### src/source/ProgramCounter.sv
module ProgramCounter #(
	parameter int ProgramAddressWidth = 6
) (
	input logic clk,
	input logic rst,
	input logic pcClear,
	input logic pcAdvance,
	output logic [ProgramAddressWidth-1:0] pc
);

	// Clear wins over advance
	always_ff @(posedge clk or negedge rst) begin
		if (!rst) begin
			pc <= '0;
		end else if (pcClear) begin
			pc <= '0;
		end else if (pcAdvance) begin
			pc <= pc + 1'b1;
		end
	end

	// Running off the end of program storage means the halt is missing
	assert property (@(posedge clk) disable iff (!rst) pcAdvance |-> (pc != '1));

endmodule

### config.mk
export PLATFORM = sky130hd
export DESIGN_NAME = ProgramCounter
export DESIGN_NICKNAME = d
export VERILOG_FILES = /design/src/source/ProgramCounter.sv
export SDC_FILE = /design/constraint.sdc
export NUM_CORES = 1
export LEC_CHECK = 0
export BUFFER_PORTS_ARGS = -buffer_cell sky130_fd_sc_hd__buf_2
export CORE_AREA = 2 2 39 41
export CTS_CLUSTER_DIAMETER = 150
export DETAILED_ROUTE_END_ITERATION = 7
export DIE_AREA = 0 0 41 43
export PLACE_DENSITY_LB_ADDON = 0.3
export SYNTH_ARGS = -nofsm -noshare
export SYNTH_HDL_FRONTEND = slang
export SYNTH_SLANG_ARGS = --single-unit
### constraint.sdc
create_clock -name clk -period 1 [get_ports clk]
set_input_delay 0.15 -clock clk [delete_from_list [all_inputs] [get_ports clk]]
set_output_delay 0.15 -clock clk [all_outputs]
set_load 0.02 [all_outputs]
==> flow_summary.yaml <==
run_status:
  run_status: "complete, but fails checks"
  failed_checks: "negative setup slack"
synth:
  average_cell_area_after_synthesis_um2: 11.2
  post_synth_inst_count: 24
  synth_fp_nets: 29
  yosys_register_bits: 6
  synth_seq_area_share_pct: 55.8
  synth.cell_area_um2: 269
  yosysUniqueCellTypes: 12
  ys_warn_count: 0
critical_path:
  rr_startpoint: "pc[0]$_DFFE_PN0P_"
  cp.buffers_inverters: 2
  crit_type: "flip-flop to primary output"
  path_common_cell: "buf_6"
  startpoint_class_of_the_critical_path: "flip-flop"
  critPathRequiredTime_ns: 0.85
  cp_slowest_cell: "dfrtp_2"
  timing.critical_path.slowest_cell_delay_ns: 0.43
  cp_launch_point: "pc[1]$_DFFE_PN0P_"
  critical_path.endpoint_type: "primary output"
  worst-endpoint-arrival_ns: 0.92
  rrSetupSlack_ns: -0.03
  worst_path_dominant_cell_family: "flip-flops"
  worstPathCellList: "buf_6 > buf_6"
  maximum_fanout_along_the_worst_path: 3
detailed_routing:
  vias: 264
  post_drt_wl_per_cell_um: 10.3
  route.detailed.drc: 0
  detail_route.first_pass.iterations: 3
  postRouteWirelength_um: 658
  drt_first_iter_violations: 4
  antenna_left: 0
  vias_per_cell: 4.13
timing:
  fin_worst_skew_ns: 0.000647
  setup_total_negative_slack_ns: -0.280
  finalHoldViolations: 0
  whs_ns: 0.133
  final-max-slew-violation-count: 0
  slew_headroom_pct: 84.3
  setup_repair_after_global_routing_missed_its_margin: "yes"
  post-route-worst-setup-slack_ns: -0.0707
  achievable_clock_frequency_mhz: 934
  finalSetupViolCount: 8
  worst-slew-pin-transition_ns: 0.233
  final.period_utilization_pct: 107
  time_the_worst_path_needs_with_i_o_delays_and_setup_ns: 1.07
grt:
  number_of_antenna_violations_at_the_first_check_in_global_routing: 0
  overflow: 0
  vias_in_the_first_global_route: 285
  grtUsageTotal_pct: 9.88
  grt_max_degree: 7
  grt_first_pass_wirelength_um: 1100
final_layout:
  flip_flop_count_of_the_largest_register_after_layout: 6
  reg_top3: "pc (6)"
  post_layout_nonfiller_instances: 64
  area_growth_pct: 92.1
  final_nets: 54
  max_flop_register: "pc"
  finish.utilization_pct: 37.3
  layout-drive-gt1-share_pct: 62.5
  stdcell_area_um2: 517
  diodes: 0
die:
  die_h_um: 43
  placementRows: 14
  initial_core_util_pct: 19.4
  io-pin-count: 10
  dieWidth_um: 41
  die_area_um2: 1760
  placeableCoreArea_um2: 1380
cts:
  cts_made_buffers: 3
  cts_max_path_buffers: 2
  h-tree-depth: 1
  clock_tree_root: "clkbuf_4"
  clkSinkCount: 6
  worstSkewPairLatency_ns: 0.25
  cts_tree: "done"
  clock_pin_transition_on_the_worst_setup_and_hold_timing_paths_ns: 0.05
place:
  place_worst_setup_slack_ns: -0.0163
  placement.cell_area_um2: 384
  place_hpwl_um: 450
  placement.io_buffers: 9
  dp_cells: 55
  gpl.final_weighted_congestion: 0.658
worst_hold_path:
  hold_path_class: "primary input to flip-flop"
  beginning_of_the_worst_hold_path: "pcClear"
power_and_ir_drop:
  p_per_area_nw_per_um2: 1210
  peakVddDrop_uv: 530
  design_power_mw: 0.628
  leakage_power_total_nw: 0.250
run:
  max_cap_viol_count: 0
-- worst register-to-register path, stage by stage (launching register included) --
cell and delay (ns):
dfrtp_2 0.38, nand4_2 0.12, or3_4 0.34, a21oi_2 0.11
-- layout by cell type (no fill, tap or decap), drive strengths merged --
master       netlist  layout
buf                0      19
dfrtp              6       6
nor2               5       5
clkbuf             0       4
xor2               3       3
nand2              2       2
nand4              2       2
xnor2              1       1
o21ai              1       1
or3                1       1
a21oi              1       1
mux2i              1       1
ha                 1       1
dlygate4sd3        0       1
-- power breakdown --
| part | internal (mW) | switching, mW | total, mW |
|---|---|---|---|
| Clock | 0.152 | 0.102 | 0.254 |
| Sequential | 0.253 | 0.00990 | 0.263 |
| Combinational | 0.0640 | 0.0462 | 0.110 |
-- synthesized netlist by cell type --
master / instances / area (um2)
nand4_2: 1 / 12.5
nor2_1: 5 / 18.8
nand4_1: 1 / 6.26
ha_1: 1 / 12.5
a21oi_1: 1 / 5.00
o21ai_0: 1 / 5.00
nand2_1: 2 / 7.51
mux2i_1: 1 / 10.0
dfrtp_1: 6 / 150
xor2_1: 3 / 26.3
or3_1: 1 / 6.26
xnor2_1: 1 / 8.76
-- path summary, 6_finish.rpt --
path	end	cells past startpoint
worst max register to register	pc[5]$_DFFE_PN0P_	3
worst min register to register	pc[5]$_DFFE_PN0P_	2
worst max-delay path	pc[1]	2
max in group asynchronous	pc[2]$_DFFE_PN0P_	2
min in group asynchronous	pc[5]$_DFFE_PN0P_	2
worst min-delay path	pc[5]$_DFFE_PN0P_	2
-- final cells by class --
class	instances	area [um2]
clock buffers	4	26.3
fillers	142	867
multi-input cells	18	135
flip-flops and latches	6	155
well taps	16	20.0
repair buffers	20	180
-- what timing repair did --
item,CTS,global route
hold buffers,1,0
gates resized for setup,12,6
pin swaps,0,2
cloned,0,0
hold endpoints to repair,6,0
setup buffers,3,1
endpoints found under the setup margin,7,11
-- cell families after synthesis --
logic type      count (synthesis)  synth area share, %
fa+ha+maj                       1                 4.65
xor+xnor                        4                 13.0
flops                           6                 55.8
mux                             1                 3.72
simple gates                   10                 19.1
compound gates                  2                 3.72
-- per-layer routing --
layer / wire length (um) / GRT usage [%] / share of wire [%] / vias up
met5: 0 / 0 / 0 / -
met3: 59 / 7.85 / 9.0 / 0
met2: 308 / 13.4 / 47 / 12
met4: 0 / 4.00 / 0 / 0
met1: 290 / 11.1 / 44 / 122
li1: - / - / - / 130
(Power assumes the default switching activity.)
