`config.mk`:
```
export PLATFORM = sky130hd
export DESIGN_NAME = RunController
export DESIGN_NICKNAME = d
export VERILOG_FILES = /design/src/source/ProcessorPackage.sv /design/src/source/RunController.sv
export SDC_FILE = /design/constraint.sdc
export NUM_CORES = 1
export LEC_CHECK = 0
export BUFFER_PORTS_ARGS = -buffer_cell sky130_fd_sc_hd__buf_4
export CAP_MARGIN = 20
export CORE_AREA = 5 5 42 44
export DETAILED_ROUTE_END_ITERATION = 10
export DIE_AREA = 0 0 47 49
export GPL_ROUTABILITY_DRIVEN = 0
export HOLD_SLACK_MARGIN = 0.08
export PLACE_DENSITY = 0.46
export SLEW_MARGIN = 20
export SYNTH_ARGS = -nofsm -noshare
export SYNTH_HDL_FRONTEND = slang
export SYNTH_SLANG_ARGS = --single-unit
```
`constraint.sdc`:
```
create_clock -name clk -period 1.9 [get_ports clk]
set_clock_uncertainty 0.15 [all_clocks]
set_input_delay 0 -clock clk [delete_from_list [all_inputs] [get_ports clk]]
set_output_delay 0 -clock clk [all_outputs]
set_load 0.01 [all_outputs]
```
`src/source/ProcessorPackage.sv`:
```
package ProcessorPackage;

	// Datapath widths
	localparam int DataWidth = 32;
	localparam int RegAddrWidth = 5;

	// Primary opcode field values
	typedef enum logic [5:0] {
		OpRType = 6'd0,
		OpAddi = 6'd8,
		OpAndi = 6'd12,
		OpOri = 6'd13,
		OpSw = 6'd43,
		OpHalt = 6'd63
	} OpCode;

	// Function field values for R-type, also reused as the ALU operation
	typedef enum logic [5:0] {
		FunctSll = 6'd0,
		FunctAdd = 6'd32,
		FunctSub = 6'd34,
		FunctAnd = 6'd36,
		FunctOr = 6'd37,
		FunctSlt = 6'd42
	} AluFunct;

	// Run sequencing
	typedef enum logic [1:0] {
		StateIdle,
		StateFill,
		StateRun,
		StateHalted
	} RunState;

	// Instruction field positions
	localparam int OpcodeMsb = 31;
	localparam int OpcodeLsb = 26;
	localparam int RsMsb = 25;
	localparam int RsLsb = 21;
	localparam int RtMsb = 20;
	localparam int RtLsb = 16;
	localparam int RdMsb = 15;
	localparam int RdLsb = 11;
	localparam int ShamtMsb = 10;
	localparam int ShamtLsb = 6;
	localparam int FunctMsb = 5;
	localparam int FunctLsb = 0;
	localparam int ImmediateMsb = 15;
	localparam int ImmediateLsb = 0;

endpackage

```
`src/source/RunController.sv`:
```
module RunController (
	input logic clk,
	input logic rst,
	input logic start,
	input logic pause,
	input logic hostEnable,
	input logic haltSeen,
	output logic pcClear,
	output logic pcAdvance,
	output logic fetchEnable,
	output logic executeValid,
	output logic halted
);
	import ProcessorPackage::*;

	RunState state;
	RunState nextState;
	logic startAccepted;
	logic stepRun;

	always_comb begin
		// Start only counts from a stopped state with the host port quiet
		startAccepted = start && !hostEnable && (state == StateIdle || state == StateHalted);
		// One instruction retires per unpaused run cycle
		stepRun = (state == StateRun) && !pause;
		pcClear = startAccepted;
		// No fetch past the halt word, so the counter stops on it
		fetchEnable = (state == StateFill) || (stepRun && !haltSeen);
		pcAdvance = fetchEnable;
		executeValid = stepRun;
		nextState = state;
		case (state)
			StateIdle, StateHalted: begin
				if (startAccepted) begin
					nextState = StateFill;
				end
			end
			// Word 0 is loaded here, first execute follows
			StateFill: begin
				nextState = StateRun;
			end
			StateRun: begin
				if (stepRun && haltSeen) begin
					nextState = StateHalted;
				end
			end
			default: begin
				nextState = StateIdle;
			end
		endcase
	end

	always_ff @(posedge clk or negedge rst) begin
		if (!rst) begin
			state <= StateIdle;
			halted <= 1'b0;
		end else begin
			state <= nextState;
			// Flag trails the state by a cycle and drops on restart
			halted <= (state == StateHalted) && !startAccepted;
		end
	end

	// Host port only in use while idle or after halted has risen
	assert property (@(posedge clk) disable iff (!rst)
		hostEnable |-> (state == StateIdle || halted));

endmodule

```
==> flow_summary.ini <==
[finish]
drive_above_1_share_pct = 41.46
area_growth_pct = 72.40
fin_util_pct = 29.55
multi_input_area_um2 = 142.6
nNetsFinal = 52
diodes = 0
ff_latch_area_um2 = 75.07
final.fill_count = 157

[pwr]
power_mw = 0.5633
ir_drop_mv = 0.6693
power_density_nw_per_um2 = 1360
p_leak_nw = 0.2318

[logic_synthesis]
synth_area_leaders = dfrtp_1 (31%), ha_1 (21%), a22oi_4 (8.9%)
synthCells = 22
ys_ff_latch = 3
synth_cell_type_count = 13
ys.flop_type = dfrtp_1
synthArstFlopShare_pct = 100.0
ys_warn_count = 0
yosysTopAreaCellShare_pct = 31.25
synth_area_um2 = 240.2
synth_edf_count = 0
avgSynthCellArea_um2 = 10.92
synth-seq-area-share_pct = 31.25
synth_nets = 32
synth_area_leader_cell = dfrtp_1
yosys-top-cells-count = ha_1 (4), inv_1 (4), dfrtp_1 (3)

[hold_path]
hp-start = pause
whs_path_depth = 3
min_to = executeValid
hp-class = input port to primary output

[global_route]
grt_pass1_wl_um = 807
globalRouteOverflowTotal = 0
grt_pass1_vias = 211
grt.total_usage_pct = 5.293
grt_max_degree = 5
antenna_found_initial = 0

[placement]
io_buffers = 10
dp_hpwl_um = 409.8
post-place-ws_ns = 0.4247

[detailed_routing]
detail_route.wl_per_cell_um = 9.193
first_pass_iters = 2
drc = 0
vias = 204
drtIter0Drc = 2
ant_nets = 0
routed_wl_um = 524
vias_per_cell = 3.579

[clock_network]
postCtsSetupBuffers = 0
cts.path.max_buffers = 2
cts_sinks = 3
htree_levels = 1
numCtsBuffers = 3
cts_tree = yes
clk_latency_ns = 0.23
clk_root_buffer_cell = clkbuf_4

[run]
maxCapViolCount = 0

[setup_path]
critical_path.top_delay_family = buffers and inverters
slowest_delay_ns = 0.60
end_kind = primary output
r2r-end = state[0]$_DFFE_PN0P_
worst-path-buf-inv = 4
cp_max_fo = 2
crit_arrival_ns = 1.61
rrSetupSlack_ns = 0.43
crit_type = input port to primary output
rr_startpoint = state[0]$_DFFE_PN0P_
crit_chain = dlygate4sd3_1 -> buf_4 -> nand2b_4 -> dlygate4sd3_1 -> nor2_1 -> buf_4
rr_worst_depth = 4
start_kind = input port
cp_slowest_cell = dlygate4sd3_1
cp.required_ns = 1.75

[timing]
slew_violations = 0
timing.slew.headroom_pct = 90.11
final-setup-viol-count = 0
finalCriticalPeriod_ns = 1.759
tns_ns = 0
worst_slack_ns = 0.1410
tightest_slew_ns = 0.1442
rsz0062_at_grt = false
finalHoldViolations = 0
finalCritPeriodShare_pct = 92.58
clock.fmax_mhz = 568.5

[die]
ios = 11
die_h_um = 49
rows = 14
die-area_um2 = 2303
start_util_pct = 17.14
core_region_area_um2 = 1401
fp.dieW_um = 47

[outcome]
status = completed
==> registers in the layout (all words and copies together) (netlist names) <==
register and flops:
halted 1, state 2
==> final cells by class <==
type                    instances  area share, %
inverters                       4          3.625
multi-input cells              14          34.44
repair buffers                 16          32.63
flip-flops and latches          3          18.13
clock buffers                   4          6.344
well taps                      16          4.834
==> stage by stage <==
| step | cell area (um^2) | cells | hold WS [ns] |
|---|---|---|---|
| after floorplan | 240.2 | 22 | -0.4456 |
| after global placement | 327.8 | 47 | -0.3605 |
| after detailed placement | 327.8 | 47 | -0.3598 |
| after global routing | 414.1 | 57 | 0.3068 |
| final | 414.1 | 57 | 0.2751 |
| after CTS | 414.1 | 57 | 0.2780 |
==> worst min-delay path: cells and delay by family <==
| family | cells | cell delay [ns] |
|---|---|---|
| buffers and inverters | 2 | 0.22 |
| and+or+nand+nor | 1 | 0.20 |
==> per-layer routing <==
metal	wire (um)	global-route usage, %	vias up	share of wire, %
met2	217	6.335	11	41
met4	0	6.912	0	0
met1	221	5.752	86	42
met3	86	2.214	0	16
li1	-	-	107	-
met5	0	0	-	0
==> report_power, final <==
part	switching, mW	total (mW)	internal (mW)
logic	0.155	0.333	0.178
clock network	0.0321	0.111	0.0787
registers	0.0223	0.119	0.0969
==> what timing repair did <==
action                    in CTS  in global routing
resized for setup              0                  0
hold endpoints to repair       6                  0
hold buffers                   6                  0
==> worst max-delay path by stage <==
stage,slack [ns],from,to,depth (start not counted)
after global placement,0.48,state[0]$_DFFE_PN0P_,state[0]$_DFFE_PN0P_,4
after detailed placement,0.42,state[0]$_DFFE_PN0P_,state[0]$_DFFE_PN0P_,4
after global routing,0.09,start,pcClear,6
final,0.14,start,pcClear,6
after floorplan,0.49,state[0]$_DFFE_PN0P_,pcAdvance,5
after CTS,0.14,start,pcClear,6
==> cells by family (layout without fill, tap and decap cells) <==
kind of cell / Yosys count / in the layout / synth area share (%)
adder cells (fa/ha/maj): 4 / 4 / 20.83
AND/OR/NAND/NOR: 5 / 5 / 17.19
multiplexers: 1 / 1 / 4.167
flip-flops: 3 / 3 / 31.25
buffers and inverters: 5 / 24 / 9.374
AO/OA/AOI/OAI: 4 / 4 / 17.18
==> cell usage in the layout (no fill, tap or decap) <==
master / Yosys / layout
clkbuf_1: 0 / 1
dfrtp_1: 3 / 3
nand2b_4: 1 / 1
and2b_2: 1 / 1
a22oi_4: 1 / 1
nand2b_2: 1 / 1
ha_1: 4 / 4
buf_4: 1 / 10
dlygate4sd3_1: 0 / 6
mux2i_1: 1 / 1
inv_1: 4 / 4
clkbuf_4: 0 / 3
nor2b_1: 1 / 1
nor2_1: 1 / 1
a21o_1: 2 / 2
o21ai_0: 1 / 1
No activity file was read; power rests on OpenSTA's default activity.
