<file path="src/source/ProcessorPackage.sv">
package ProcessorPackage;

	// Datapath widths
	localparam int DataWidth = 32;
	localparam int RegAddrWidth = 5;

	// Primary opcode field values
	typedef enum logic [5:0] {
		OpRType = 6'd0,
		OpAddi = 6'd8,
		OpAndi = 6'd12,
		OpOri = 6'd13,
		OpSw = 6'd43,
		OpHalt = 6'd63
	} OpCode;

	// Function field values for R-type, also reused as the ALU operation
	typedef enum logic [5:0] {
		FunctSll = 6'd0,
		FunctAdd = 6'd32,
		FunctSub = 6'd34,
		FunctAnd = 6'd36,
		FunctOr = 6'd37,
		FunctSlt = 6'd42
	} AluFunct;

	// Run sequencing
	typedef enum logic [1:0] {
		StateIdle,
		StateFill,
		StateRun,
		StateHalted
	} RunState;

	// Instruction field positions
	localparam int OpcodeMsb = 31;
	localparam int OpcodeLsb = 26;
	localparam int RsMsb = 25;
	localparam int RsLsb = 21;
	localparam int RtMsb = 20;
	localparam int RtLsb = 16;
	localparam int RdMsb = 15;
	localparam int RdLsb = 11;
	localparam int ShamtMsb = 10;
	localparam int ShamtLsb = 6;
	localparam int FunctMsb = 5;
	localparam int FunctLsb = 0;
	localparam int ImmediateMsb = 15;
	localparam int ImmediateLsb = 0;

endpackage

</file>
<file path="src/source/HostPortIf.sv">
interface HostPortIf;

	// Level-based request, valid while hostEnable is high
	logic hostEnable;
	// Low picks instruction memory, high picks data memory
	logic hostSelect;
	logic hostWrite;
	logic [ProcessorPackage::DataWidth-1:0] hostAddress;
	logic [ProcessorPackage::DataWidth-1:0] hostWriteData;
	// Registered data memory read, holds between reads
	logic [ProcessorPackage::DataWidth-1:0] hostReadData;

	modport memory (
		input hostEnable,
		input hostSelect,
		input hostWrite,
		input hostAddress,
		input hostWriteData,
		output hostReadData
	);

endinterface

</file>
<file path="src/source/DataMemory.sv">
module DataMemory #(
	parameter int DataAddressWidth = 6
) (
	input logic clk,
	input logic rst,
	input logic storeEnable,
	input logic [DataAddressWidth-1:0] storeAddress,
	input logic [ProcessorPackage::DataWidth-1:0] storeData,
	HostPortIf.memory host
);
	import ProcessorPackage::*;

	logic [DataWidth-1:0] resultWords [2**DataAddressWidth];
	logic [DataAddressWidth-1:0] hostIndex;
	logic hostWriteHit;
	logic hostReadHit;

	assign hostIndex = host.hostAddress[DataAddressWidth-1:0];
	assign hostWriteHit = host.hostEnable && host.hostSelect && host.hostWrite;
	assign hostReadHit = host.hostEnable && host.hostSelect && !host.hostWrite;

	always_ff @(posedge clk or negedge rst) begin
		if (!rst) begin
			for (int i = 0; i < 2**DataAddressWidth; i++) begin
				resultWords[i] <= '0;
			end
		end else if (storeEnable) begin
			resultWords[storeAddress] <= storeData;
		end else if (hostWriteHit) begin
			resultWords[hostIndex] <= host.hostWriteData;
		end
	end

	// Read data one clock after the address, held otherwise
	always_ff @(posedge clk or negedge rst) begin
		if (!rst) begin
			host.hostReadData <= '0;
		end else if (hostReadHit) begin
			host.hostReadData <= resultWords[hostIndex];
		end
	end

	// Host must stay off the port while the program runs
	assert property (@(posedge clk) disable iff (!rst) storeEnable |-> !host.hostEnable);

endmodule

</file>
<file path="src/flat_wrapper.sv">
// flat-port wrapper written by rule: the top's interface ports become plain ports
module DataMemory_flat import ProcessorPackage::*;
#(
	parameter int DataAddressWidth = 6
)
  (clk, rst, storeEnable, storeAddress, storeData, host_hostEnable, host_hostSelect, host_hostWrite, host_hostAddress, host_hostWriteData, host_hostReadData);
  HostPortIf host_i ();
  input logic clk;
  input logic rst;
  input logic storeEnable;
  input logic [DataAddressWidth-1:0] storeAddress;
  input logic [ProcessorPackage::DataWidth-1:0] storeData;
  input wire logic [$bits(host_i.hostEnable)-1:0] host_hostEnable;
  input wire logic [$bits(host_i.hostSelect)-1:0] host_hostSelect;
  input wire logic [$bits(host_i.hostWrite)-1:0] host_hostWrite;
  input wire logic [$bits(host_i.hostAddress)-1:0] host_hostAddress;
  input wire logic [$bits(host_i.hostWriteData)-1:0] host_hostWriteData;
  output wire logic [$bits(host_i.hostReadData)-1:0] host_hostReadData;
  assign host_i.hostEnable = host_hostEnable;
  assign host_i.hostSelect = host_hostSelect;
  assign host_i.hostWrite = host_hostWrite;
  assign host_i.hostAddress = host_hostAddress;
  assign host_i.hostWriteData = host_hostWriteData;
  assign host_hostReadData = host_i.hostReadData;
  DataMemory #(.DataAddressWidth(DataAddressWidth)) u_core (.clk(clk), .rst(rst), .storeEnable(storeEnable), .storeAddress(storeAddress), .storeData(storeData), .host(host_i));
endmodule
</file>
<file path="config.mk">
export PLATFORM = sky130hd
export DESIGN_NAME = DataMemory_flat
export DESIGN_NICKNAME = d
export VERILOG_FILES = /design/src/source/ProcessorPackage.sv /design/src/source/HostPortIf.sv /design/src/source/DataMemory.sv /design/src/flat_wrapper.sv
export SDC_FILE = /design/constraint.sdc
export NUM_CORES = 2
export LEC_CHECK = 0
export ABC_AREA = 1
export BUFFER_PORTS_ARGS = -buffer_cell sky130_fd_sc_hd__buf_2
export CAP_MARGIN = 25
export CORE_ASPECT_RATIO = 0.75
export CORE_MARGIN = 4
export CORE_UTILIZATION = 28
export CTS_CLUSTER_DIAMETER = 80
export DETAILED_ROUTE_END_ITERATION = 8
export HOLD_SLACK_MARGIN = 0.08
export PLACE_DENSITY_LB_ADDON = 0.12
export SYNTH_ARGS = -nofsm -noshare
export SYNTH_HDL_FRONTEND = slang
export SYNTH_SLANG_ARGS = --single-unit
</file>
<file path="constraint.sdc">
create_clock -name clk -period 2 [get_ports clk]
set_input_delay 0.2 -clock clk [delete_from_list [all_inputs] [get_ports clk]]
set_output_delay 0.2 -clock clk [all_outputs]
set_load 0.01 [all_outputs]
</file>
==> flow_metrics.env <==
export IMPL_status="complete, but fails checks"
export IMPL_failed_checks="setup timing"
export IMPL_clock_root_buffer="clkbuf_16"
export IMPL_yosys_warnings=0
export IMPL_critical_path_arrival_ns=2.90
export IMPL_synth_cell_types=28
export IMPL_tightest_slew_ns=0.785
export IMPL_syn_nets=14700
export IMPL_antenna_found_initial=51
export IMPL_hold_slack_ns=0.185
export IMPL_htreeDepth=4
export IMPL_rsz0062_at_grt="no"
export IMPL_r2r_end="u_core.host.hostReadData[2]"
export IMPL_fp_dieArea_um2=433000
export IMPL_num_rows=206
export IMPL_fin_ws_ns=-0.0527
export IMPL_cts_path_max_buffers=4
export IMPL_crit_path_end_kind="register"
export IMPL_hp_start="storeData[9]"
export IMPL_fill_cells=43700
export IMPL_drive_gt1_frac=0.242
export IMPL_drt_initial_drc_count=12600
export IMPL_timing_final_hold_violations=0
export IMPL_hold_path_class="input port to register"
export IMPL_routed_via_density=5.45
export IMPL_ys_seq_elements=2080
export IMPL_powerDensity_nw_per_um2=724
export IMPL_finalMaxSlewViolations=0
export IMPL_die_y_um=571
export IMPL_synth_area_um2=118000
export IMPL_mostFrequentLayoutCells="nand2_1 (5347), dfrtp_1 (2050), o22ai_1 (1995), mux2_2 (1426), buf_4 (876)"
export IMPL_fin_util=0.356
export IMPL_coreArea_um2=420000
export IMPL_cts_inserted_buffers=239
export IMPL_syn_mean_instance_area_um2=8.10
export IMPL_cts_sinks=2080
export IMPL_p_leak_nw=71.4
export IMPL_setup_viol=3
export IMPL_grt_max_degree=70
export IMPL_path_clk_slew_ns=0.06
export IMPL_gp_routability_congestion=0.993
export IMPL_ant_nets=0
export IMPL_slew_headroom=0.475
export IMPL_grt_overflow=0
export IMPL_power_w=0.108
export IMPL_design_area_um2=150000
export IMPL_synth_cells=14600
export IMPL_grt_usage=0.285
export IMPL_skew_ns=0.0686
export IMPL_ioPinCount=140
export IMPL_drc_errors=0
export IMPL_die_w_um=759
export IMPL_whs_endpoint="u_core.resultWords[1257]"
export IMPL_setup_tns_ns=-0.0941
export IMPL_initial_core_util=0.281
export IMPL_cp_data_required_time_ns=2.85
export IMPL_r2r_start="u_core.resultWords[1986]"
export IMPL_path_max_fanout=2
export IMPL_dp_hpwl_um=443000
export IMPL_wl_per_cell_um=30.2
export IMPL_clk_insertion_delay_late_ns=0.95
export IMPL_hold_depth=6
export IMPL_layout_commonest_cell="nand2_1"
export IMPL_wl_um=634000
export IMPL_peakVddDrop_mv=0.735
export IMPL_place_area_um2=141000
export IMPL_min_period_over_period=1.03
export IMPL_num_vias=114000
export IMPL_first_global_vias=109000
export IMPL_nNetsFinal=15200
export IMPL_r2r_worst_path_cells=13
export IMPL_start_kind="register"
export IMPL_cts_tree="yes"
export IMPL_grt_pass1_wl_um=890000
export IMPL_first_pass_iters=8
export IMPL_crit_type="register to register"
export IMPL_reg2reg_slack_ns=-0.05
export IMPL_area_growth_pct=26.4
export IMPL_yosysSeqAreaShare=0.440
export IMPL_layout_min_cycle_time_ns=2.05
export IMPL_timing_fmax_mhz=487
export IMPL_maxCapViolCount=0
export IMPL_io_buffer_count=113
## cell type report
class,count,area [µm²],area share
Clock buffer,359,7080,0.0473
Timing Repair Buffer,1733,21200,0.141
Clock inverter,71,728,0.00487
Sequential cell,2080,52100,0.348
Tap cell,5616,7030,0.0470
Multi-Input combinational cell,10300,58600,0.392
Inverter,750,2850,0.0190
Antenna cell,27,67.6,0.000452
## power breakdown
| group | internal [W] | switching [W] | total (W) | leakage [nW] |
|---|---|---|---|---|
| sequential | 0.0445 | 0.00125 | 0.0457 | 27.6 |
| combinational | 0.00514 | 0.0112 | 0.0163 | 40.0 |
| clock | 0.0259 | 0.0202 | 0.0462 | 3.87 |
## metrics by stage
stage	worst slack (ns)	instances
finish	-0.0527	21000
global route	0.00206	21000
CTS	0.000593	20900
detailed placement	-1.03	20400
global placement	-1.11	20400
floorplan	0.0656	14600
## registers in the layout, summed over array words and instances (netlist names)
register and cells:
u_core.resultWords 2048, u_core.host.hostReadData 32
## synthesized netlist by cell type (all sizes together)
cell type  count  area (µm²)
nand2       5437       20400
a21oi         35         175
clkbuf      1035        3880
clkinv        48         180
o221ai        53         464
or2           33         206
o21ai        855        4280
mux2i         40         400
nor3           1        5.00
mux2        1513       17000
o22ai       2059       13300
nor2         224         861
buf          419        2030
nand3         72         360
nand3b         1        7.51
inv          702        2640
dfrtp       2080       52000
nand4          1        6.26
o211ai         3        22.5
## cells by family (layout without fill, tap and decap cells)
logic type             Yosys count  in the layout  synth area share
DFF                           2080           2080             0.440
muxes                         1553           1553             0.147
buffers and inverters         2204           2913            0.0738
and+or+nand+nor               5769           5769             0.185
AOI/OAI and AO/OA             3005           3005             0.154
other                            0             27                 0
## worst max-delay path: stages, from the launching register on
cell     delay (ns)
dfrtp_1        0.41
nand2_1        0.08
nand2_1        0.05
nand2_1        0.05
nand2_1        0.09
nand2_1        0.18
nand2_1        0.15
nand2_1        0.39
nand2_1        0.17
buf_12         0.15
nor2_1         0.09
nand3_1        0.07
nand2_1        0.06
inv_1          0.04
## layer usage
metal  up-vias  GRT usage  routed length (µm)
met5         -          0                  73
met2      4813      0.403              260000
met4        10     0.0892               21600
met3       760     0.0614               55600
met1     58300      0.427              297000
li1      50400          -                   -
## timing repair
| item | in CTS | in global routing |
|---|---|---|
| pin swaps | 0 | 2 |
| setup endpoints to repair | 31 | 26 |
| hold buffers | 95 | 0 |
| gates resized for setup | 39 | 41 |
| buffers inserted | 0 | 0 |
| hold endpoints to repair | 3959 | 0 |
## worst max path at each step
stage	startpoint	to	slack (ns)	cells past startpoint
after floorplan	storeEnable	u_core.resultWords[2045]	0.07	8
after global placement	host_hostAddress[0]	u_core.host.hostReadData[3]	-1.11	17
after detailed placement	host_hostAddress[0]	u_core.host.hostReadData[3]	-1.03	17
after CTS	u_core.resultWords[1413]	u_core.host.hostReadData[5]	0.0006	12
after global routing	u_core.resultWords[2019]	u_core.host.hostReadData[3]	0.002	13
final	u_core.resultWords[1986]	u_core.host.hostReadData[2]	-0.05	13
Power figures use the tool's default switching activity.
