`config.mk`:
```
export PLATFORM = sky130hd
export DESIGN_NAME = ExecuteUnit
export DESIGN_NICKNAME = d
export VERILOG_FILES = /design/src/source/ProcessorPackage.sv /design/src/source/RegisterFile.sv /design/src/source/ExecuteUnit.sv
export SDC_FILE = /design/constraint.sdc
export NUM_CORES = 2
export LEC_CHECK = 0
export BUFFER_PORTS_ARGS = -buffer_cell sky130_fd_sc_hd__buf_2
export CORE_UTILIZATION = 59
export CTS_CLUSTER_DIAMETER = 50
export CTS_CLUSTER_SIZE = 28
export DETAILED_ROUTE_END_ITERATION = 16
export GPL_TIMING_DRIVEN = 1
export PLACE_DENSITY = 0.75
export SETUP_SLACK_MARGIN = 0.02
export SYNTH_ARGS = -nofsm -noshare
export SYNTH_HDL_FRONTEND = slang
export SYNTH_SLANG_ARGS = --single-unit
```
`constraint.sdc`:
```
create_clock -name clk -period 16.33 [get_ports clk]
set_input_delay 2.4495 -clock clk [delete_from_list [all_inputs] [get_ports clk]]
set_output_delay 2.4495 -clock clk [all_outputs]
set_load 0.02 [all_outputs]
```
`src/source/ProcessorPackage.sv`:
```
package ProcessorPackage;

	// Datapath widths
	localparam int DataWidth = 32;
	localparam int RegAddrWidth = 5;

	// Primary opcode field values
	typedef enum logic [5:0] {
		OpRType = 6'd0,
		OpAddi = 6'd8,
		OpAndi = 6'd12,
		OpOri = 6'd13,
		OpSw = 6'd43,
		OpHalt = 6'd63
	} OpCode;

	// Function field values for R-type, also reused as the ALU operation
	typedef enum logic [5:0] {
		FunctSll = 6'd0,
		FunctAdd = 6'd32,
		FunctSub = 6'd34,
		FunctAnd = 6'd36,
		FunctOr = 6'd37,
		FunctSlt = 6'd42
	} AluFunct;

	// Run sequencing
	typedef enum logic [1:0] {
		StateIdle,
		StateFill,
		StateRun,
		StateHalted
	} RunState;

	// Instruction field positions
	localparam int OpcodeMsb = 31;
	localparam int OpcodeLsb = 26;
	localparam int RsMsb = 25;
	localparam int RsLsb = 21;
	localparam int RtMsb = 20;
	localparam int RtLsb = 16;
	localparam int RdMsb = 15;
	localparam int RdLsb = 11;
	localparam int ShamtMsb = 10;
	localparam int ShamtLsb = 6;
	localparam int FunctMsb = 5;
	localparam int FunctLsb = 0;
	localparam int ImmediateMsb = 15;
	localparam int ImmediateLsb = 0;

endpackage

```
`src/source/RegisterFile.sv`:
```
module RegisterFile (
	input logic clk,
	input logic rst,
	input logic [ProcessorPackage::RegAddrWidth-1:0] readAddress0,
	input logic [ProcessorPackage::RegAddrWidth-1:0] readAddress1,
	input logic writeEnable,
	input logic [ProcessorPackage::RegAddrWidth-1:0] writeAddress,
	input logic [ProcessorPackage::DataWidth-1:0] writeData,
	output logic [ProcessorPackage::DataWidth-1:0] readValue0,
	output logic [ProcessorPackage::DataWidth-1:0] readValue1
);
	import ProcessorPackage::*;

	logic [DataWidth-1:0] registers [2**RegAddrWidth];

	// Register zero never takes a write
	always_ff @(posedge clk or negedge rst) begin
		if (!rst) begin
			for (int i = 0; i < 2**RegAddrWidth; i++) begin
				registers[i] <= '0;
			end
		end else if (writeEnable && (writeAddress != '0)) begin
			registers[writeAddress] <= writeData;
		end
	end

	// Combinational reads, zero forced for r0
	assign readValue0 = (readAddress0 == '0) ? '0 : registers[readAddress0];
	assign readValue1 = (readAddress1 == '0) ? '0 : registers[readAddress1];

endmodule

```
`src/source/ExecuteUnit.sv`:
```
module ExecuteUnit #(
	parameter int DataAddressWidth = 6
) (
	input logic clk,
	input logic rst,
	input logic [ProcessorPackage::DataWidth-1:0] instruction,
	input logic executeValid,
	output logic haltSeen,
	output logic storeEnable,
	output logic [DataAddressWidth-1:0] storeAddress,
	output logic [ProcessorPackage::DataWidth-1:0] storeData
);
	import ProcessorPackage::*;

	localparam int ImmediateWidth = ImmediateMsb - ImmediateLsb + 1;

	OpCode opCode;
	AluFunct functCode;
	AluFunct aluOp;
	logic [RegAddrWidth-1:0] rsAddress;
	logic [RegAddrWidth-1:0] rtAddress;
	logic [RegAddrWidth-1:0] rdAddress;
	logic [RegAddrWidth-1:0] shamt;
	logic [ImmediateWidth-1:0] immediate;
	logic [DataWidth-1:0] signImmediate;
	logic [DataWidth-1:0] zeroImmediate;
	logic [DataWidth-1:0] rsValue;
	logic [DataWidth-1:0] rtValue;
	logic [DataWidth-1:0] operandB;
	logic [DataWidth-1:0] aluResult;
	logic regWrite;
	logic [RegAddrWidth-1:0] writeAddress;

	// Field split
	assign opCode = OpCode'(instruction[OpcodeMsb:OpcodeLsb]);
	assign functCode = AluFunct'(instruction[FunctMsb:FunctLsb]);
	assign rsAddress = instruction[RsMsb:RsLsb];
	assign rtAddress = instruction[RtMsb:RtLsb];
	assign rdAddress = instruction[RdMsb:RdLsb];
	assign shamt = instruction[ShamtMsb:ShamtLsb];
	assign immediate = instruction[ImmediateMsb:ImmediateLsb];
	assign signImmediate = {{(DataWidth-ImmediateWidth){immediate[ImmediateWidth-1]}}, immediate};
	assign zeroImmediate = {{(DataWidth-ImmediateWidth){1'b0}}, immediate};

	// Decode into ALU op, operand source and destination
	always_comb begin
		aluOp = functCode;
		operandB = rtValue;
		regWrite = 1'b0;
		writeAddress = rdAddress;
		case (opCode)
			OpRType: begin
				// Unknown function codes leave the registers alone
				case (functCode)
					FunctSll, FunctAdd, FunctSub, FunctAnd, FunctOr, FunctSlt: regWrite = 1'b1;
					default: regWrite = 1'b0;
				endcase
			end
			OpAddi: begin
				aluOp = FunctAdd;
				operandB = signImmediate;
				regWrite = 1'b1;
				writeAddress = rtAddress;
			end
			OpAndi: begin
				aluOp = FunctAnd;
				operandB = zeroImmediate;
				regWrite = 1'b1;
				writeAddress = rtAddress;
			end
			OpOri: begin
				aluOp = FunctOr;
				operandB = zeroImmediate;
				regWrite = 1'b1;
				writeAddress = rtAddress;
			end
			default: begin
				regWrite = 1'b0;
			end
		endcase
	end

	// ALU
	always_comb begin
		case (aluOp)
			FunctSll: aluResult = operandB << shamt;
			FunctAdd: aluResult = rsValue + operandB;
			FunctSub: aluResult = rsValue - operandB;
			FunctAnd: aluResult = rsValue & operandB;
			FunctOr: aluResult = rsValue | operandB;
			// Signed compare
			FunctSlt: aluResult = {{(DataWidth-1){1'b0}}, $signed(rsValue) < $signed(operandB)};
			default: aluResult = '0;
		endcase
	end

	// Word address from base plus offset, data from rt
	assign storeEnable = executeValid && (opCode == OpSw);
	assign storeAddress = rsValue[DataAddressWidth-1:0] + signImmediate[DataAddressWidth-1:0];
	assign storeData = rtValue;
	assign haltSeen = (opCode == OpHalt);

	RegisterFile registerFile (
		.clk(clk),
		.rst(rst),
		.readAddress0(rsAddress),
		.readAddress1(rtAddress),
		.writeEnable(executeValid && regWrite),
		.writeAddress(writeAddress),
		.writeData(aluResult),
		.readValue0(rsValue),
		.readValue1(rtValue)
	);

endmodule

```
==> results.md <==
- Port Buffers: 74
- Maxcap violations: 0
- Post-CTS Setup Bufs: 0
- Hold depth: 0
- Crit. End Element: flop
- Async SR Flop Fraction: 100%
- FMAX: between 0.09 and 0.1 GHz
- Rel. slew slack: around 10%
- # resized after CTS: 0
- Initial core utilization: around three fifths
- Clk pwr share: 42.9%
- Cells after DPL: approximately 6700
- WL/cell: roughly 31 µm
- Worst-path fanout max: 58
- Top Registers: registerFile.registers (1024)
- Register share of total power: between 40% and 50%
- Xor/xnor share of the synthesized area: 0.343%
- Cell variety after synth: 93
- Final period utilization: between 60% and 70%
- Worst R2R Path Depth: 16
- DRC violations left: 0
- Num rows: about 120
- Layout cells sized above 1: between 20% and 30%
- Top FF cell, synth: dfrtp_1
- Top reg by flops: registerFile.registers
- Simple-gate share of the synthesized area: about a tenth
- CORE AREA: about 100000 µm²
- Internal: between 4000 and 5000 µW
- Clock root buffer: clkbuf_16
- Worst vdd ir: ~83 µV
- Final setup vio count: 0
- Die area: approximately 110000 µm²
- Crit Path Class: in2reg
- Post-synthesis mux area share: roughly 26%
- Total CTS buffers: around 100
- Area Growth Syn to Fin: 7.97%
- Status: finished, final reports clean
- Main combinational cell family by area after synthesis: multiplexers
- Via count: about 50000
- Non-filler cells, final: approximately 6900
- Fin crit period: 10.71 ns
- CTS tree: yes
- First-pass iteration count of the detailed router: 6
- Antenna-violating nets left: 0
- DR vias/cell: roughly 7.3
- Average size of a mapped cell: 10.8 µm²
- Initial antenna violation count: 8
- Final Hold Vio Count: 0
- # IOs: 75
- Slew @ Worst Pin: around 1.3 ns
- Max Buffers Root-to-Sink: 3
- Die Wd: around 320 µm
- Global-route wire length before repair: about 320000 µm
- Clock Sinks: about 1000
- DR iter-0 viols: 6586
- Grt total ovfl: 0
- Post-Route Setup TNS: 0 ns
- R2R Setup Slk: between 8 and 9 ns
- Final HPWL DP: about 140000 µm
- Hold Path Class: reg2reg
- Power per Cell Area: between 90 and 100 nW/µm²
- Mapped Area: around 60000 µm²
- Setup Skew: approximately 0.046 ns
- Latest clock arrival within the worst-skew pair: between 0.7 and 0.8 ns
- Psw: 1730 µW
- Overall routing resource usage: between 40% and 50%
- Cts hold-fix bufs: 0
- Post-Synth Adder-Cell Area: approximately 2.3%
- Vertical die dimension: 324 µm
- Finished Core Util: 64.7%
- Final Wtd Congestion: 1.06
- Vias in the first global route: about 49000
- Max FFs per register: just over 1000
- Compound-Gate Fraction of Synth Area: 14.8%
- Critical path arrival: between 10 and 15 ns
- Post-synth EDFFs: 0
- Post-Syn Instances: between 5000 and 6000
- Sequential cell area fraction in the yosys report: a little over two fifths
- Htree depth: 3
- Combinational power share: between 10% and 20%
- RSZ-0062 raised after global routing: no
- Clk pin slew, worst setup/hold paths: about 0.07 ns
- CP Launch Type: primary input
- Pin count of the biggest net entering global routing: roughly 180
- WL final: 215000 µm
- NumNets Final: 5551
- Crit path required time: around 17 ns
- Leakage power: 0.0289 µW
- Sw Share: around 29%
- Yosys reg bits: between 1000 and 1500
- Syn nets: 5811
- Yosys Warn Count: 0
- Fin. max-slew vios: 0
- Fillers: ~7700
## worst max-delay path, cell delays in order
cell,delay [ns]
buf_8,0.41
buf_4,0.60
buf_4,0.54
mux4_2,0.39
a22o_1,0.25
a211oi_1,0.86
o31ai_1,0.34
ha_1,0.33
fa_1,0.49
o21ba_2,0.24
or4_1,0.44
a311oi_1,0.72
o21ai_0,0.39
and2_1,0.33
o221ai_1,0.41
a21oi_1,0.14
o21ai_0,0.38
and4_1,1.12
o21ai_0,0.27
## power by group through the flow
stage	clock [µW]	sequential [µW]	combinational, µW
3_3_place_gp	0	2710	756
5_1_grt	2700	2680	833
3_5_place_dp	0	2710	765
4_1_cts	2610	2670	770
6_report	2590	2670	789
2_1_floorplan	0	2700	502
## layer usage
layer	vias to the layer above	global-route usage, %	wire length (µm)
met5	-	0	27
met4	4	22.6	13300
met3	797	13.2	27700
met2	3485	61.4	95400
met1	25145	54.4	78100
li1	20478	-	-
## synth_stat cells (all sizes together), types with 53 or more instances
cell type	instances	area, µm²
a211oi	53	403
a21oi	648	3240
a22o	58	508
a31oi	103	644
buf	171	1080
clkbuf	413	1550
dfrtp	1024	25600
ha	104	1300
inv	104	390
mux2	222	2610
mux2i	165	1650
mux4	517	11600
nand2	359	1350
nor2	813	3050
nor3	60	305
o21ai	261	1310
o221ai	77	674
## cells by family (layout without fill, tap and decap cells)
kind of cell               count (synthesis)  count (layout)
DFF                                     1024            1024
other                                      0               4
buffers and inverters                    690             520
muxes                                    904             904
adders and majority gates                109             109
and+or+nand+nor                         1449            1449
AOI/OAI and AO/OA                       1469            1469
xor gates and xnor gates                  24              24
## worst paths after layout
path                                               from                           end
setup / recovery                        instruction[17]     registerFile.registers[0]
hold / removal             registerFile.registers[1022]  registerFile.registers[1022]
setup reg to reg            registerFile.registers[160]     registerFile.registers[0]
hold reg to reg            registerFile.registers[1022]  registerFile.registers[1022]
max in group asynchronous                           rst   registerFile.registers[912]
min in group asynchronous                           rst   registerFile.registers[104]
## area by class of cell
cell class              instances  area, µm²  share of cell area, %
inverters                     106        398                  0.601
clock inverters                77        998                   1.51
clock buffers                 119       2760                   4.17
repair buffers                218       1560                   2.36
well taps                    1368       1710                   2.59
flip-flops and latches       1024      25600                   38.7
diodes                          4       10.0                 0.0151
multi-input cells            3955      33100                   50.0
## metrics by stage
stage / hold slack [ns] / total power (µW) / area, µm² / setup WS [ns]
floorplan: 0.441 / 3200 / 61300 / 6.50
global placement: 0.376 / 3460 / 62400 / 5.47
detailed placement: 0.383 / 3480 / 62400 / 5.41
CTS: 0.400 / 6040 / 66200 / 6.07
global route: 0.407 / 6200 / 66200 / 5.66
finish: 0.398 / 6050 / 66200 / 5.62
## cell usage in the layout (no fill, tap or decap), types with 15 or more instances in the layout
| master | instances |
|---|---|
| o221ai_1 | 77 |
| mux2i_1 | 164 |
| inv_6 | 17 |
| inv_1 | 99 |
| a221oi_1 | 16 |
| or3_1 | 19 |
| a211o_1 | 30 |
| nor2_4 | 30 |
| o31ai_1 | 15 |
| a211oi_1 | 49 |
| ha_1 | 104 |
| a22o_1 | 58 |
| mux2_2 | 192 |
| a31oi_1 | 103 |
| nor2b_1 | 19 |
| nand2b_1 | 19 |
| mux2_4 | 30 |
| nand3_1 | 39 |
| o22ai_1 | 18 |
| nor3_1 | 56 |
| o211ai_1 | 28 |
| clkbuf_16 | 105 |
| nand2_1 | 359 |
| mux4_2 | 517 |
| a22oi_1 | 19 |
| a21oi_1 | 644 |
| and2_1 | 44 |
| nor2_1 | 777 |
| xnor2_1 | 21 |
| o21bai_1 | 16 |
| buf_4 | 141 |
| buf_2 | 67 |
| o21ai_0 | 243 |
| a21o_1 | 22 |
| dfrtp_1 | 1024 |
(Power assumes the default switching activity.)
